### src/logic/font.hex
// one Apple 1 glyph per line, codes 0 to 63 starting at @, 40 bits as 10 hex digits
// eight rows of five pixels, row 0 in the top bits, left pixel highest in each row
746F5BC1C0
7463F8C620
F463E8C7C0
74610845C0
F46318C7C0
FC21E843E0
FC21E84200
746178C5E0
8C63F8C620
71084211C0
084210C5C0
8CA98A4A20
84210843E0
8EEB58C620
8C7359C620
746318C5C0
F463E84200
74631AC9A0
F463EA4A20
7460E0C5C0
F908421080
8C6318C5C0
8C6318A880
8C635AEE20
8C54454620
8C54421080
F8444443E0
FE318C63E0
0410410400
F8C6318FE0
0008A88000
00000003E0
0000000000
2108420080
5294000000
52BEAFA940
23E8E2F880
C644444C60
64A88AC9A0
2110000000
1110841040
4104211100
012AEA9000
0109F21000
0000021100
0001F00000
0000000080
0044444000
74675CC5C0
23084211C0
74422223E0
F88820C5C0
11952F8840
FC3C10C5C0
3221E8C5C0
F844442100
7462E8C5C0
7462F08980
0008001000
0008001100
1111041040
003E0F8000
4104111100
7442220080

### src/logic/apple1_pkg.sv
//**********************************************************
// shared constants, types and video stage structs for the
// Apple 1 style video terminal, imported by every module
//**********************************************************
package apple1_pkg;

    // 640x480 at 60 Hz on a 25 MHz pixel clock
    localparam int H_VISIBLE = 640;
    localparam int H_FRONT   = 16;
    localparam int H_SYNC    = 96;
    localparam int H_TOTAL   = 800;
    localparam int V_VISIBLE = 480;
    localparam int V_FRONT   = 10;
    localparam int V_SYNC    = 2;
    localparam int V_TOTAL   = 525;

    // text screen geometry
    localparam int COLS  = 40;
    localparam int ROWS  = 24;
    localparam int CELLS = 960;

    // 25 MHz / 115200 baud
    localparam int CLKS_PER_BIT = 217;

    // cycles from a registered beam position to the pins
    localparam int VIDEO_LATENCY = 3;

    // glyph table, one 40-bit glyph per line
    localparam string FONT_FILE = "/design/src/logic/font.hex";

    typedef logic [5:0]  char_code_t;
    typedef logic [9:0]  cell_addr_t;
    typedef logic [39:0] glyph_t;

    typedef enum logic [1:0] {RX_IDLE, RX_START, RX_DATA, RX_STOP} rx_state_t;
    typedef enum logic {TERM_RUN, TERM_CLEARING} term_state_t;

    typedef struct packed {
        logic       h_sync;
        logic       v_sync;
        logic       visible;
        cell_addr_t addr;
        logic [2:0] glyph_col;
        logic [3:0] glyph_row;
    } beam_t;

    typedef struct packed {
        beam_t      beam;
        char_code_t code;
    } fetch_t;

    typedef struct packed {
        logic       en;
        cell_addr_t addr;
        char_code_t code;
    } screen_wr_t;

    // syncs inactive and nothing visible
    localparam beam_t BEAM_IDLE = '{h_sync: 1'b1, v_sync: 1'b1, default: '0};

endpackage

### src/logic/uart_rx.sv
//**********************************************************
// 8N1 serial receiver, one byte per rx_strobe pulse
//**********************************************************
`timescale 1ns/1ns

module uart_rx (
    input  logic       clk25,
    input  logic       reset,
    input  logic       uart_rx,
    output logic [7:0] rx_data,
    output logic       rx_strobe
);
    import apple1_pkg::*;

    logic      rx_meta;
    logic      rx_sync;
    rx_state_t state;
    logic [7:0] clk_cnt;
    logic [2:0] bit_idx;
    logic      bit_end;

    // line idles high, so the synchronizer resets to 1
    always_ff @(posedge clk25) begin
        if (reset) begin
            rx_meta <= 1'b1;
            rx_sync <= 1'b1;
        end else begin
            rx_meta <= uart_rx;
            rx_sync <= rx_meta;
        end
    end

    // full bit period elapsed, we are mid-bit again
    assign bit_end = (clk_cnt == 8'(CLKS_PER_BIT - 1));

    always_ff @(posedge clk25) begin
        if (reset) begin
            state     <= RX_IDLE;
            clk_cnt   <= '0;
            bit_idx   <= '0;
            rx_strobe <= 1'b0;
        end else begin
            rx_strobe <= 1'b0;
            clk_cnt   <= clk_cnt + 8'd1;
            case (state)
                RX_IDLE: begin
                    clk_cnt <= '0;
                    if (!rx_sync) begin
                        state <= RX_START;
                    end
                end
                RX_START: begin
                    // half a bit in, start bit must still be low
                    if (clk_cnt == 8'(CLKS_PER_BIT / 2 - 1)) begin
                        clk_cnt <= '0;
                        bit_idx <= '0;
                        state   <= rx_sync ? RX_IDLE : RX_DATA;
                    end
                end
                RX_DATA: begin
                    if (bit_end) begin
                        clk_cnt <= '0;
                        bit_idx <= bit_idx + 3'd1;
                        if (bit_idx == 3'd7) begin
                            state <= RX_STOP;
                        end
                    end
                end
                RX_STOP: begin
                    // framing error when the stop bit is low
                    if (bit_end) begin
                        rx_strobe <= rx_sync;
                        state     <= RX_IDLE;
                    end
                end
                default: state <= RX_IDLE;
            endcase
        end
    end

    // lsb first into the top of the shifter
    always_ff @(posedge clk25) begin
        if (state == RX_DATA && bit_end) begin
            rx_data <= {rx_sync, rx_data[7:1]};
        end
    end

    a_strobe_single: assert property (@(posedge clk25) disable iff (reset)
        rx_strobe |=> !rx_strobe)
        else $error("rx_strobe held longer than one cycle");

endmodule

### config.mk
export PLATFORM = sky130hd
export DESIGN_NAME = uart_rx
export DESIGN_NICKNAME = d
export VERILOG_FILES = /design/src/logic/apple1_pkg.sv /design/src/logic/uart_rx.sv
export SDC_FILE = /design/constraint.sdc
export NUM_CORES = 1
export LEC_CHECK = 0
export BUFFER_PORTS_ARGS = -buffer_cell sky130_fd_sc_hd__buf_2
export CORE_MARGIN = 3
export CORE_UTILIZATION = 50
export CTS_BUF_LIST = sky130_fd_sc_hd__clkbuf_4 sky130_fd_sc_hd__clkbuf_8
export CTS_CLUSTER_DIAMETER = 200
export DETAILED_ROUTE_END_ITERATION = 8
export PLACE_DENSITY = 0.82
export SLEW_MARGIN = 20
export SYNTH_ARGS = -nofsm -noshare
export SYNTH_HDL_FRONTEND = slang
export SYNTH_SLANG_ARGS = --single-unit
### constraint.sdc
create_clock -name clk25 -period 1.6 [get_ports clk25]
set_input_delay 0.16 -clock clk25 [delete_from_list [all_inputs] [get_ports clk25]]
set_output_delay 0.16 -clock clk25 [all_outputs]
set_load 0.05 [all_outputs]
; ---- Word-level counts from Yosys, hierarchy flattened
; Index checks and enable logic that the tools add are counted.
[word_totals]
regBits = 24
in_bits = 3
out_inout_bits = 9
wordCells = 41
[op_classes]
add_sub_neg = 2
eq_ne = 11
muxes = 13
bitwise_logic = 2
n_reduce_logical = 6
[op_table]
columns = op, count
row1 = $pmux W8 S3, 1
row2 = $mux W8, 2
row3 = $mux W2, 6
row4 = $ne A2 B2 Y1 const B, 5
row5 = $add A8 B1 Y8 const B, 1
row6 = $eq A8 B7 Y1 const B, 1
row7 = $eq A8 B8 Y1 const B, 1
row8 = $pmux W2 S4, 1
row9 = $mux W3, 2
row10 = $pmux W3 S2, 1
row11 = $reduce_and A5 Y1, 1
row12 = $eq A2 B2 Y1 const B, 2
row13 = $add A3 B1 Y3 const B, 1
row14 = $eq A3 B3 Y1 const B, 1
row15 = $reduce_and A3 Y1, 1
row16 = $reduce_or A3 Y1, 1
row17 = $eq A2 B1 Y1 const B, 1
row18 = $logic_not A2 Y1, 1
row19 = $not A1 Y1, 2
row20 = $reduce_bool A2 Y1, 1
row21 = $logic_and A1 B1 Y1, 1

; ---- Depth between registers and ports, before layout
; Gate-level depths: netlist (run 1).
[logic_depth]
depth_word = 4
mapped_depth = 6
ltp_nobuf = 6

; ---- Worst setup path after synthesis (run 1)
; OpenSTA, ideal clock, no wires.
[synth_timing]
kind = register to register
start = reg clk_cnt[0]
end = reg bit_idx[1]
setup_ps = 114
t_arrival_ps = 1325
required_ps = 1486
setup_slack_ps = 161
stages_incl_launch_ff = 7
n_path_buf = 0
synth_period_minus_slack_ps = 1439
path_cell_list = dfxtp_1 -> inv_1 -> ha_1 -> nand4b_1 -> nor3_4 -> mux2i_1 -> nor2_1
[synth_between]
elab_chain_len = 3
elab_cells_between_ends = 5
classes_between = eq/ne: 4 / reduce/logical: 1
[synth_lines]
columns = element, line_no
row1 = start: declaration, uart_rx.sv:18  ; logic [7:0] clk_cnt;
row2 = start signal: assignment, uart_rx.sv:44  ; clk_cnt <= clk_cnt + 8'd1;
row3 = $eq A8 B7 Y1 or $eq A8 B8 Y1 (tied branches), "uart_rx.sv:54, uart_rx.sv:34"
row4 = $ne A2 B2 Y1 (no source line), -
row5 = $reduce_and A3 Y1 (no source line) *, -
row6 = end signal: assignment, uart_rx.sv:63  ; bit_idx <= bit_idx + 3'd1;
row7 = end: declaration, uart_rx.sv:19  ; logic [2:0] bit_idx;
; Mark *: on every way between the ends. The rest lies on a longest branch, timed or not.
; A chain may end at the register's enable or synchronous reset.

; ---- Final worst setup path (run 1)
; Ends and elaborated chain as after synthesis.

==> results.yml, run 1 <==
sta:
  final.setup.tns_ns: 0
  fin_crit_ns: 1.51
  max_freq_mhz: 664
  setup-violations-final: 0
  number_of_max_slew_violations_in_the_final_report: 0
  grt_setup_unrepaired: "false"
  final_min_period_over_clock_period_pct: 94.2
  skew_ns: 0.00556
  timing_worst_slew_pin_value_ns: 0.386
  timing.max_slew.rel_slack_pct: 74.2
  fin_hold_viols: 0
route:
  initialDrtViolationCount: 14
  wire_per_inst_um: 12.8
  route.final.wire_length_um: 1630
  detailroute.via_count: 667
  drc: 0
  vias_per_cell: 5.25
  dr.pass1.iters: 4
  route.antenna.remaining_nets: 0
yosys:
  synth_area_per_cell_um2: 11.8
  post_synthesis_sequential_element_count: 24
  seq_area_frac_synth_pct: 55.8
  synth.top_cells.by_count: "16 x sky130_fd_sc_hd__dfxtp_1, 16 x sky130_fd_sc_hd__nor2_1, 8 x sky130_fd_sc_hd__edfxtp_1"
  synth_enable_flop_cells: 8
  syn_inst: 85
  postSynth.asyncResetShare_pct: 0
  synth.top_cell.area_share_pct: 31.9
  yosys_most_used_dff: "sky130_fd_sc_hd__dfxtp_1"
  synth_top_cell_by_area: "sky130_fd_sc_hd__dfxtp_1"
  syn-num-nets: 92
  yosys_warnings: 0
  leading_post_synthesis_cells_by_cell_area: "sky130_fd_sc_hd__dfxtp_1 32%, sky130_fd_sc_hd__edfxtp_1 24%, sky130_fd_sc_hd__nor2_1 6.0%"
  post_synth_num_cell_types: 28
  total_standard_cell_area_after_synthesis_um2: 1000
die:
  placeableCoreArea_um2: 1800
  die_h_um: 50.8
  die_area_um2: 2580
  pin_count: 12
  std_cell_rows: 15
  horizontal_extent_of_the_die_um: 50.8
  start_util_pct: 55.8
clock_network:
  clk_latency_ns: 0.31
  cts_htree_levels: 1
  cts_made_buffers: 3
  clock-sinks: 24
  cts_max_path_buffers: 2
  clock_input_transition_at_the_sequential_cells_of_the_worst_setup_and_hold_paths_ns: 0.12
  cts_tree: "built"
  clockRootBuffer: "sky130_fd_sc_hd__clkbuf_4"
worst_setup_path:
  worstPathArrival_ns: 1.73
  critical_path_class: "register to register"
  crit_fanout: 4
  cp-start-kind: "register"
  critPathCaptureType: "register"
  worstPathRequired_ns: 1.82
final_layout:
  stdcell_count: 127
  fin_nets: 110
  seqCellArea_um2: 561
  antenna_cells_inserted: 0
  multi_input_comb_area_um2: 422
  drive_above_1_share_pct: 29.4
  nFillCells: 155
  syn2layout_area_growth_pct: 13.4
global_routing:
  largest_net_degree_at_the_start_of_global_routing: 14
  number_of_global_route_vias_before_repair: 639
  globalRoute.totalOverflow: 0
  grt_usage_pct: 16.1
  global_route_wire_length_before_repair_um: 3020
  antenna_violations_before_repair: 0
place:
  io_buffer_count: 11
  gp_congestion: 0.741
  post-place-cells: 123
  place_hpwl_um: 1190
power_and_ir_drop:
  p_leak_nw: 0.439
  ir_drop_mv: 0.570
  p_per_area_nw_per_um2: 803
status:
  run_status: "finished, final reports clean"
job:
  drv.max_cap_violation_count: 0
min_path:
  holdCritPathClass: "primary input to register"
-- layer usage --
metal | track usage, % | share of wire [%]
met5 | 0 | 0
met4 | 9.42 | 2.9
met3 | 3.79 | 5.1
met2 | 26.1 | 47
met1 | 19.4 | 45
-- path summary, 6_finish.rpt --
check	startpoint	end	slack, ns	cells past startpoint
max	clk_cnt[0]$_SDFF_PP0_	bit_idx[1]$_SDFFE_PP0P_	0.09	7
min	uart_rx	rx_meta$_SDFF_PP1_	0.02	2
max reg2reg	clk_cnt[0]$_SDFF_PP0_	bit_idx[1]$_SDFFE_PP0P_	0.09	7
min reg2reg	rx_meta$_SDFF_PP1_	rx_sync$_SDFF_PP1_	0.43	1
-- cells in the final DEF (no fill, tap or decap) --
cell type / netlist / layout
sky130_fd_sc_hd__nor3b_2: 0 / 1
sky130_fd_sc_hd__nor3_4: 1 / 1
sky130_fd_sc_hd__and4_2: 1 / 1
sky130_fd_sc_hd__and4b_2: 1 / 1
sky130_fd_sc_hd__or2_2: 2 / 2
sky130_fd_sc_hd__mux2i_1: 2 / 2
sky130_fd_sc_hd__nand4b_1: 1 / 1
sky130_fd_sc_hd__buf_2: 0 / 11
sky130_fd_sc_hd__xor2_1: 3 / 3
sky130_fd_sc_hd__o21bai_4: 1 / 1
sky130_fd_sc_hd__buf_4: 2 / 4
sky130_fd_sc_hd__nor3_1: 1 / 1
sky130_fd_sc_hd__a21oi_1: 2 / 2
sky130_fd_sc_hd__ha_1: 4 / 3
sky130_fd_sc_hd__a41o_4: 1 / 1
sky130_fd_sc_hd__clkbuf_4: 0 / 3
sky130_fd_sc_hd__edfxtp_1: 8 / 8
sky130_fd_sc_hd__nand4b_2: 1 / 1
sky130_fd_sc_hd__clkinv_1: 0 / 1
sky130_fd_sc_hd__inv_1: 4 / 4
sky130_fd_sc_hd__dfxtp_1: 16 / 16
sky130_fd_sc_hd__xnor2_1: 4 / 4
sky130_fd_sc_hd__nand2_1: 2 / 2
sky130_fd_sc_hd__nand4_1: 1 / 1
sky130_fd_sc_hd__a31o_2: 1 / 1
sky130_fd_sc_hd__and3b_1: 1 / 1
sky130_fd_sc_hd__and3_1: 1 / 1
sky130_fd_sc_hd__and4b_4: 1 / 1
sky130_fd_sc_hd__nand3_1: 4 / 4
sky130_fd_sc_hd__nor2_1: 16 / 16
sky130_fd_sc_hd__a211oi_1: 2 / 2
sky130_fd_sc_hd__ha_2: 0 / 1
-- worst max-delay path, cell delays in order, from the launching register on --
cell and delay, ns:
sky130_fd_sc_hd__dfxtp_1 0.35, sky130_fd_sc_hd__inv_1 0.06, sky130_fd_sc_hd__ha_1 0.17, sky130_fd_sc_hd__nand4b_1 0.18
sky130_fd_sc_hd__nor3_4 0.23, sky130_fd_sc_hd__buf_4 0.18, sky130_fd_sc_hd__mux2i_1 0.19, sky130_fd_sc_hd__nor2_1 0.05
-- cell type report --
| class | count | area share, % |
|---|---|---|
| Sequential cell | 24 | 49.2 |
| Timing Repair Buffer | 15 | 7.46 |
| Multi-Input combinational cell | 55 | 37.0 |
| Tap cell | 25 | 2.74 |
| Inverter | 4 | 1.32 |
| Clock inverter | 1 | 0.329 |
| Clock buffer | 3 | 1.98 |
-- cells by family (layout without fill, tap and decap cells) --
family,count (synthesis),in the layout,share of synthesized area (%)
XOR/XNOR,7,7,6.10
adder cells (fa/ha/maj),4,4,4.98
AND/OR/NAND/NOR,35,35,20.8
multiplexers,2,2,1.99
flip-flops,24,24,55.8
AO/OA/AOI/OAI,7,7,7.35
buffers and inverters,6,23,2.99
-- metrics by stage --
stage / hold WS, ns / utilization [%] / total power [mW] / worst slack (ns) / instance area [um2]
floorplan: 0.232 / - / 0.663 / 0.161 / 1000
finish: 0.0206 / 63.3 / 0.915 / 0.0933 / 1140
CTS: 0.0122 / 62.8 / 0.925 / 0.0416 / 1130
global placement: 0.344 / 61.4 / 0.668 / 0.138 / 1110
global route: 0.0177 / 63.3 / 0.957 / 0.00547 / 1140
detailed placement: 0.345 / 61.4 / 0.669 / 0.0649 / 1110
-- registers in the layout, summed over array words and instances, names as in the netlist, named ones only --
register,cells
rx_data,8
rx_sync,1
rx_meta,1
state,1
clk_cnt,8
rx_strobe,1
bit_idx,3
-- repair_timing --
item | in CTS | in global routing
resized for setup | 0 | 2
setup endpoints to repair | 0 | 8
setup buffers | 0 | 0
hold buffers | 0 | 0
-- report_power, final --
group	switching (mW)	internal (mW)
clock network	0.168	0.0914
registers	0.00596	0.630
logic	0.00939	0.0101
total	0.184	0.731
Note: power is estimated with default switching activity, not from simulation.
==> run 2: changes to the inputs <==
--- a/config.mk
+++ b/config.mk
@@ -12,6 +12,7 @@
 export CTS_CLUSTER_DIAMETER = 200
 export DETAILED_ROUTE_END_ITERATION = 8
 export PLACE_DENSITY = 0.82
+export SETUP_SLACK_MARGIN = 0.4
 export SLEW_MARGIN = 20
 export SYNTH_ARGS = -nofsm -noshare
 export SYNTH_HDL_FRONTEND = slang
==> results.yml, run 2 (synthesized netlist as in run 1, its figures left out) <==
clock_network:
  clock_input_transition_at_the_sequential_cells_of_the_worst_setup_and_hold_paths_ns: 0.13
  cts_htree_levels: 1
  cts_made_buffers: 3
  cts_max_path_buffers: 2
  clock-sinks: 24
  cts_tree: "built"
  clk_latency_ns: 0.32
  clockRootBuffer: "sky130_fd_sc_hd__clkbuf_4"
final_layout:
  top_regs: "clk_cnt (8), rx_data (8), bit_idx (3)"
  antenna_cells_inserted: 0
  finalCoreUtilization_pct: 68.6
  finish.instance_area_um2: 1240
  layout_common_cells: "15 x sky130_fd_sc_hd__nor2_1, 12 x sky130_fd_sc_hd__dfxtp_1, 11 x sky130_fd_sc_hd__buf_2, 8 x sky130_fd_sc_hd__edfxtp_1, 4 x sky130_fd_sc_hd__xnor2_1"
  drive_above_1_share_pct: 41.3
  syn2layout_area_growth_pct: 23.0
  fin_nets: 112
  mostFrequentLayoutCell: "sky130_fd_sc_hd__nor2_1"
  stdcell_count: 129
route:
  initialDrtViolationCount: 14
  dr.pass1.iters: 4
  wire_per_inst_um: 13.4
  met3RoutedLength_um: 58
  detailroute.via_count: 675
  met1_routed_length_um: 789
  route.top_layer_used: "met4"
  route.antenna.remaining_nets: 0
  route.final.wire_length_um: 1730
  vias_per_cell: 5.23
  met2WireLength_um: 832
  drc: 0
die:
  std_cell_rows: 15
  die_area_um2: 2580
  pin_count: 12
  horizontal_extent_of_the_die_um: 50.8
  placeableCoreArea_um2: 1800
  die_h_um: 50.8
  start_util_pct: 55.8
job:
  drv.max_cap_violation_count: 0
global_routing:
  largest_net_degree_at_the_start_of_global_routing: 15
  antenna_violations_before_repair: 0
  global_route_wire_length_before_repair_um: 2680
  number_of_global_route_vias_before_repair: 642
  grt_usage_pct: 14.1
  globalRoute.totalOverflow: 0
min_path:
  holdCritPathClass: "primary input to register"
  hold_path_depth: 2
place:
  gp_congestion: 0.749
  place_hpwl_um: 1130
  io_buffer_count: 11
  post-place-cells: 120
  postPlaceCellArea_um2: 1090
status:
  run_status: "finished, final reports clean"
sta:
  timing.max_slew.rel_slack_pct: 74.6
  number_of_max_slew_violations_in_the_final_report: 0
  fin_crit_ns: 1.42
  setup-violations-final: 0
  finalHoldWorstSlack_ns: 0.0897
  timing_worst_slew_pin_value_ns: 0.380
  final.setup.tns_ns: 0
  fin_hold_viols: 0
  skew_ns: 0.00272
  final_min_period_over_clock_period_pct: 89.0
  max_freq_mhz: 702
  grt_setup_unrepaired: "true"
worst_setup_path:
  cp-start-kind: "register"
  worstPathRequired_ns: 1.83
  critPathCaptureType: "register"
  crit_fanout: 6
  worstPathArrival_ns: 1.65
  reg2regPathDepth: 7
  worst-r2r-setup-slack_ns: 0.18
  critical_path_class: "register to register"
power_and_ir_drop:
  p_per_area_nw_per_um2: 883
  p_leak_nw: 0.464
  ir_drop_mv: 0.917
-- run 2: critical path, cell delays in order (launching register included) --
cell and delay [ns]:
sky130_fd_sc_hd__dfxtp_4 0.38, sky130_fd_sc_hd__inv_2 0.07, sky130_fd_sc_hd__ha_4 0.13, sky130_fd_sc_hd__nand4b_1 0.16, sky130_fd_sc_hd__nor3_4 0.18, sky130_fd_sc_hd__buf_6 0.16
sky130_fd_sc_hd__mux2i_1 0.20, sky130_fd_sc_hd__nor2_1 0.06
-- run 2: report_power, final --
group | switching (mW) | internal [mW]
Clock | 0.180 | 0.254
Combinational | 0.0103 | 0.0140
Sequential | 0.00686 | 0.627
Total | 0.197 | 0.895
-- run 2: path summary, 6_finish.rpt --
path / start / to
setup / recovery: clk_cnt[0]$_SDFF_PP0_ / bit_idx[2]$_SDFFE_PP0P_
hold / removal: reset / rx_strobe$_SDFF_PP0_
setup reg to reg: clk_cnt[0]$_SDFF_PP0_ / bit_idx[2]$_SDFFE_PP0P_
hold reg to reg: rx_meta$_SDFF_PP1_ / rx_sync$_SDFF_PP1_
-- run 2: layout make-up --
type,count,area (um2)
tap,25,31.3
clock buffer,3,22.5
multi-input combinational,55,457
clock inverter,1,30.0
inverter,4,15.0
timing repair buffer,17,110
sequential,24,571
fill,130,566
-- run 2: layer usage --
metal	up-vias	global-route usage (%)
met5	-	0
met4	0	9.42
met3	5	2.62
met2	13	23.5
met1	322	16.4
li1	335	-
-- run 2: per-stage QoR --
step	worst slack, ns	total power, mW
detailed placement	0.145	0.669
floorplan	0.166	0.663
finish	0.176	1.09
global placement	0.172	0.667
CTS	0.170	1.10
global route	0.0966	1.13
-- run 2: what timing repair did --
action / 4_1_cts / 5_1_grt
hold buffers: 0 / 1
setup buffers: 0 / 3
cloned: 1 / 0
pin swaps: 0 / 8
endpoints found under the setup margin: 21 / 22
resized for setup: 3 / 14
hold endpoints to repair: 0 / 1
==> run 3: changes to the inputs <==
--- a/config.mk
+++ b/config.mk
@@ -11,7 +11,7 @@
 export CTS_BUF_LIST = sky130_fd_sc_hd__clkbuf_4 sky130_fd_sc_hd__clkbuf_8
 export CTS_CLUSTER_DIAMETER = 200
 export DETAILED_ROUTE_END_ITERATION = 8
-export PLACE_DENSITY = 0.82
+export PLACE_DENSITY = 0.72
 export SETUP_SLACK_MARGIN = 0.4
 export SLEW_MARGIN = 20
 export SYNTH_ARGS = -nofsm -noshare
==> results.yml, run 3 (synthesized netlist as in run 1, its figures left out) <==
final_layout:
  layout_common_cells: "15 x sky130_fd_sc_hd__nor2_1, 13 x sky130_fd_sc_hd__dfxtp_1, 11 x sky130_fd_sc_hd__buf_2, 8 x sky130_fd_sc_hd__edfxtp_1"
  fin_nets: 113
  mostFrequentLayoutCell: "sky130_fd_sc_hd__nor2_1"
  finish.instance_area_um2: 1240
  multi_input_comb_area_um2: 454
  drive_above_1_share_pct: 41.0
  nFillCells: 141
  seqCellArea_um2: 569
  antenna_cells_inserted: 0
  stdcell_count: 130
  syn2layout_area_growth_pct: 23.7
  top_regs: "clk_cnt (8), rx_data (8), bit_idx (3)"
sta:
  timing_worst_slew_pin_value_ns: 0.365
  timing.max_slew.rel_slack_pct: 75.7
  max_freq_mhz: 680
  final.setup.tns_ns: 0
  number_of_max_slew_violations_in_the_final_report: 0
  fin_hold_viols: 0
  grt_setup_unrepaired: "true"
  fin_crit_ns: 1.47
  skew_ns: 0.00255
  setup-violations-final: 0
  final_min_period_over_clock_period_pct: 91.9
worst_setup_path:
  worst-r2r-setup-slack_ns: 0.13
  source_of_the_worst_register_to_register_timing_path: "clk_cnt[0]$_SDFF_PP0_"
  worstPathRequired_ns: 1.82
  worstPathBufferInverterCount: 0
  worstPathArrival_ns: 1.69
  critical_path_class: "register to register"
  regToRegEndpoint: "clk_cnt[4]$_SDFF_PP0_"
  cp-start-kind: "register"
  critPathLaunch: "clk_cnt[0]$_SDFF_PP0_"
  reg2regPathDepth: 5
  critPathCapture: "clk_cnt[4]$_SDFF_PP0_"
  slowest_delay_ns: 0.40
  path_cells: "ha_2, and4b_4, a41o_4, o21bai_4, nor2_1"
  path_depth: 5
  critPathCaptureType: "register"
  kind_of_cell_adding_the_most_delay_to_the_critical_path: "flip-flops"
  crit_fanout: 8
  timing.critical_path.slowest_stage_cell: "sky130_fd_sc_hd__dfxtp_4"
power_and_ir_drop:
  power_report.internal_total_mw: 0.894
  power.sequential.fraction_pct: 57.8
  p_per_area_nw_per_um2: 883
  p_clk_share_pct: 40.0
  total_switching_power_mw: 0.203
  p_leak_nw: 0.473
  combinationalPowerShare_pct: 2.2
  p_sw_share_pct: 18.5
  ir_drop_mv: 0.934
route:
  route.final.wire_length_um: 1750
  route.antenna.remaining_nets: 0
  wire_per_inst_um: 13.5
  dr.pass1.iters: 2
  vias_per_cell: 5.09
  detailroute.via_count: 662
  initialDrtViolationCount: 8
  drc: 0
place:
  post-place-cells: 122
  io_buffer_count: 11
  gp_congestion: 0.787
  postPlaceCellArea_um2: 1100
  place_hpwl_um: 1220
clock_network:
  cts_max_path_buffers: 2
  cts_htree_levels: 1
  cts_tree: "built"
  clockRootBuffer: "sky130_fd_sc_hd__clkbuf_4"
  cts_made_buffers: 3
  clock_input_transition_at_the_sequential_cells_of_the_worst_setup_and_hold_paths_ns: 0.13
  clk_latency_ns: 0.32
  clock-sinks: 24
die:
  horizontal_extent_of_the_die_um: 50.8
  start_util_pct: 55.8
  die_h_um: 50.8
  pin_count: 12
  std_cell_rows: 15
  die_area_um2: 2580
  placeableCoreArea_um2: 1800
global_routing:
  globalRoute.totalOverflow: 0
  number_of_global_route_vias_before_repair: 675
  global_route_wire_length_before_repair_um: 2870
  largest_net_degree_at_the_start_of_global_routing: 15
  antenna_violations_before_repair: 0
  grt_usage_pct: 15.3
status:
  run_status: "finished, final reports clean"
job:
  drv.max_cap_violation_count: 0
min_path:
  holdCritPathClass: "primary input to register"
==> run 3: what timing repair did <==
item                                   CTS  global route
hold buffers                             1             0
setup endpoints to repair               21            22
gates cloned                             1             0
resized for setup                        8             8
pin swaps                                1             2
buffers inserted                         0             2
endpoints found under the hold margin    1             0
==> run 3: layout make-up <==
class	count	share of cell area (%)
clock buffers	3	1.81
flip-flops and latches	24	45.8
well taps	25	2.52
repair buffers	18	9.47
clock inverters	1	2.42
multi-input cells	55	36.6
inverters	4	1.41
==> run 3: worst min-delay path by stage <==
stage                  from                    end  cells past startpoint
finish                reset   rx_strobe$_SDFF_PP0_                      2
global route          reset   rx_strobe$_SDFF_PP0_                      2
CTS                   reset  state[0]$_SDFFE_PP0P_                      2
detailed placement  uart_rx     rx_meta$_SDFF_PP1_                      2
global placement    uart_rx     rx_meta$_SDFF_PP1_                      2
floorplan             reset               register                      1
==> run 3: layer usage <==
| metal | global-route usage (%) | part of all wire [%] |
|---|---|---|
| met5 | 0 | 0 |
| met3 | 3.50 | 3.0 |
| met4 | 9.87 | 2.8 |
| met1 | 16.9 | 44 |
| met2 | 26.3 | 50 |
==> run 3: metrics by stage <==
step / worst slack, ns / hold slack, ns / power, mW / utilization (%)
after detailed placement: 0.111 / 0.346 / 0.669 / 61.3
after global placement: 0.130 / 0.345 / 0.668 / 61.3
final: 0.129 / 0.0856 / 1.10 / 69.0
after CTS: 0.156 / 0.0806 / 1.11 / 66.7
after global routing: 0.0554 / 0.0861 / 1.13 / 69.0
after floorplan: 0.166 / 0.232 / 0.663 / -
==> run 3: power by group through the flow <==
stage	combinational [mW]	clock [mW]	sequential (mW)
6_report	0.0237	0.439	0.634
3_3_place_gp	0.0186	0	0.649
3_5_place_dp	0.0192	0	0.649
5_1_grt	0.0268	0.467	0.635
2_1_floorplan	0.0176	0	0.645
4_1_cts	0.0233	0.446	0.636
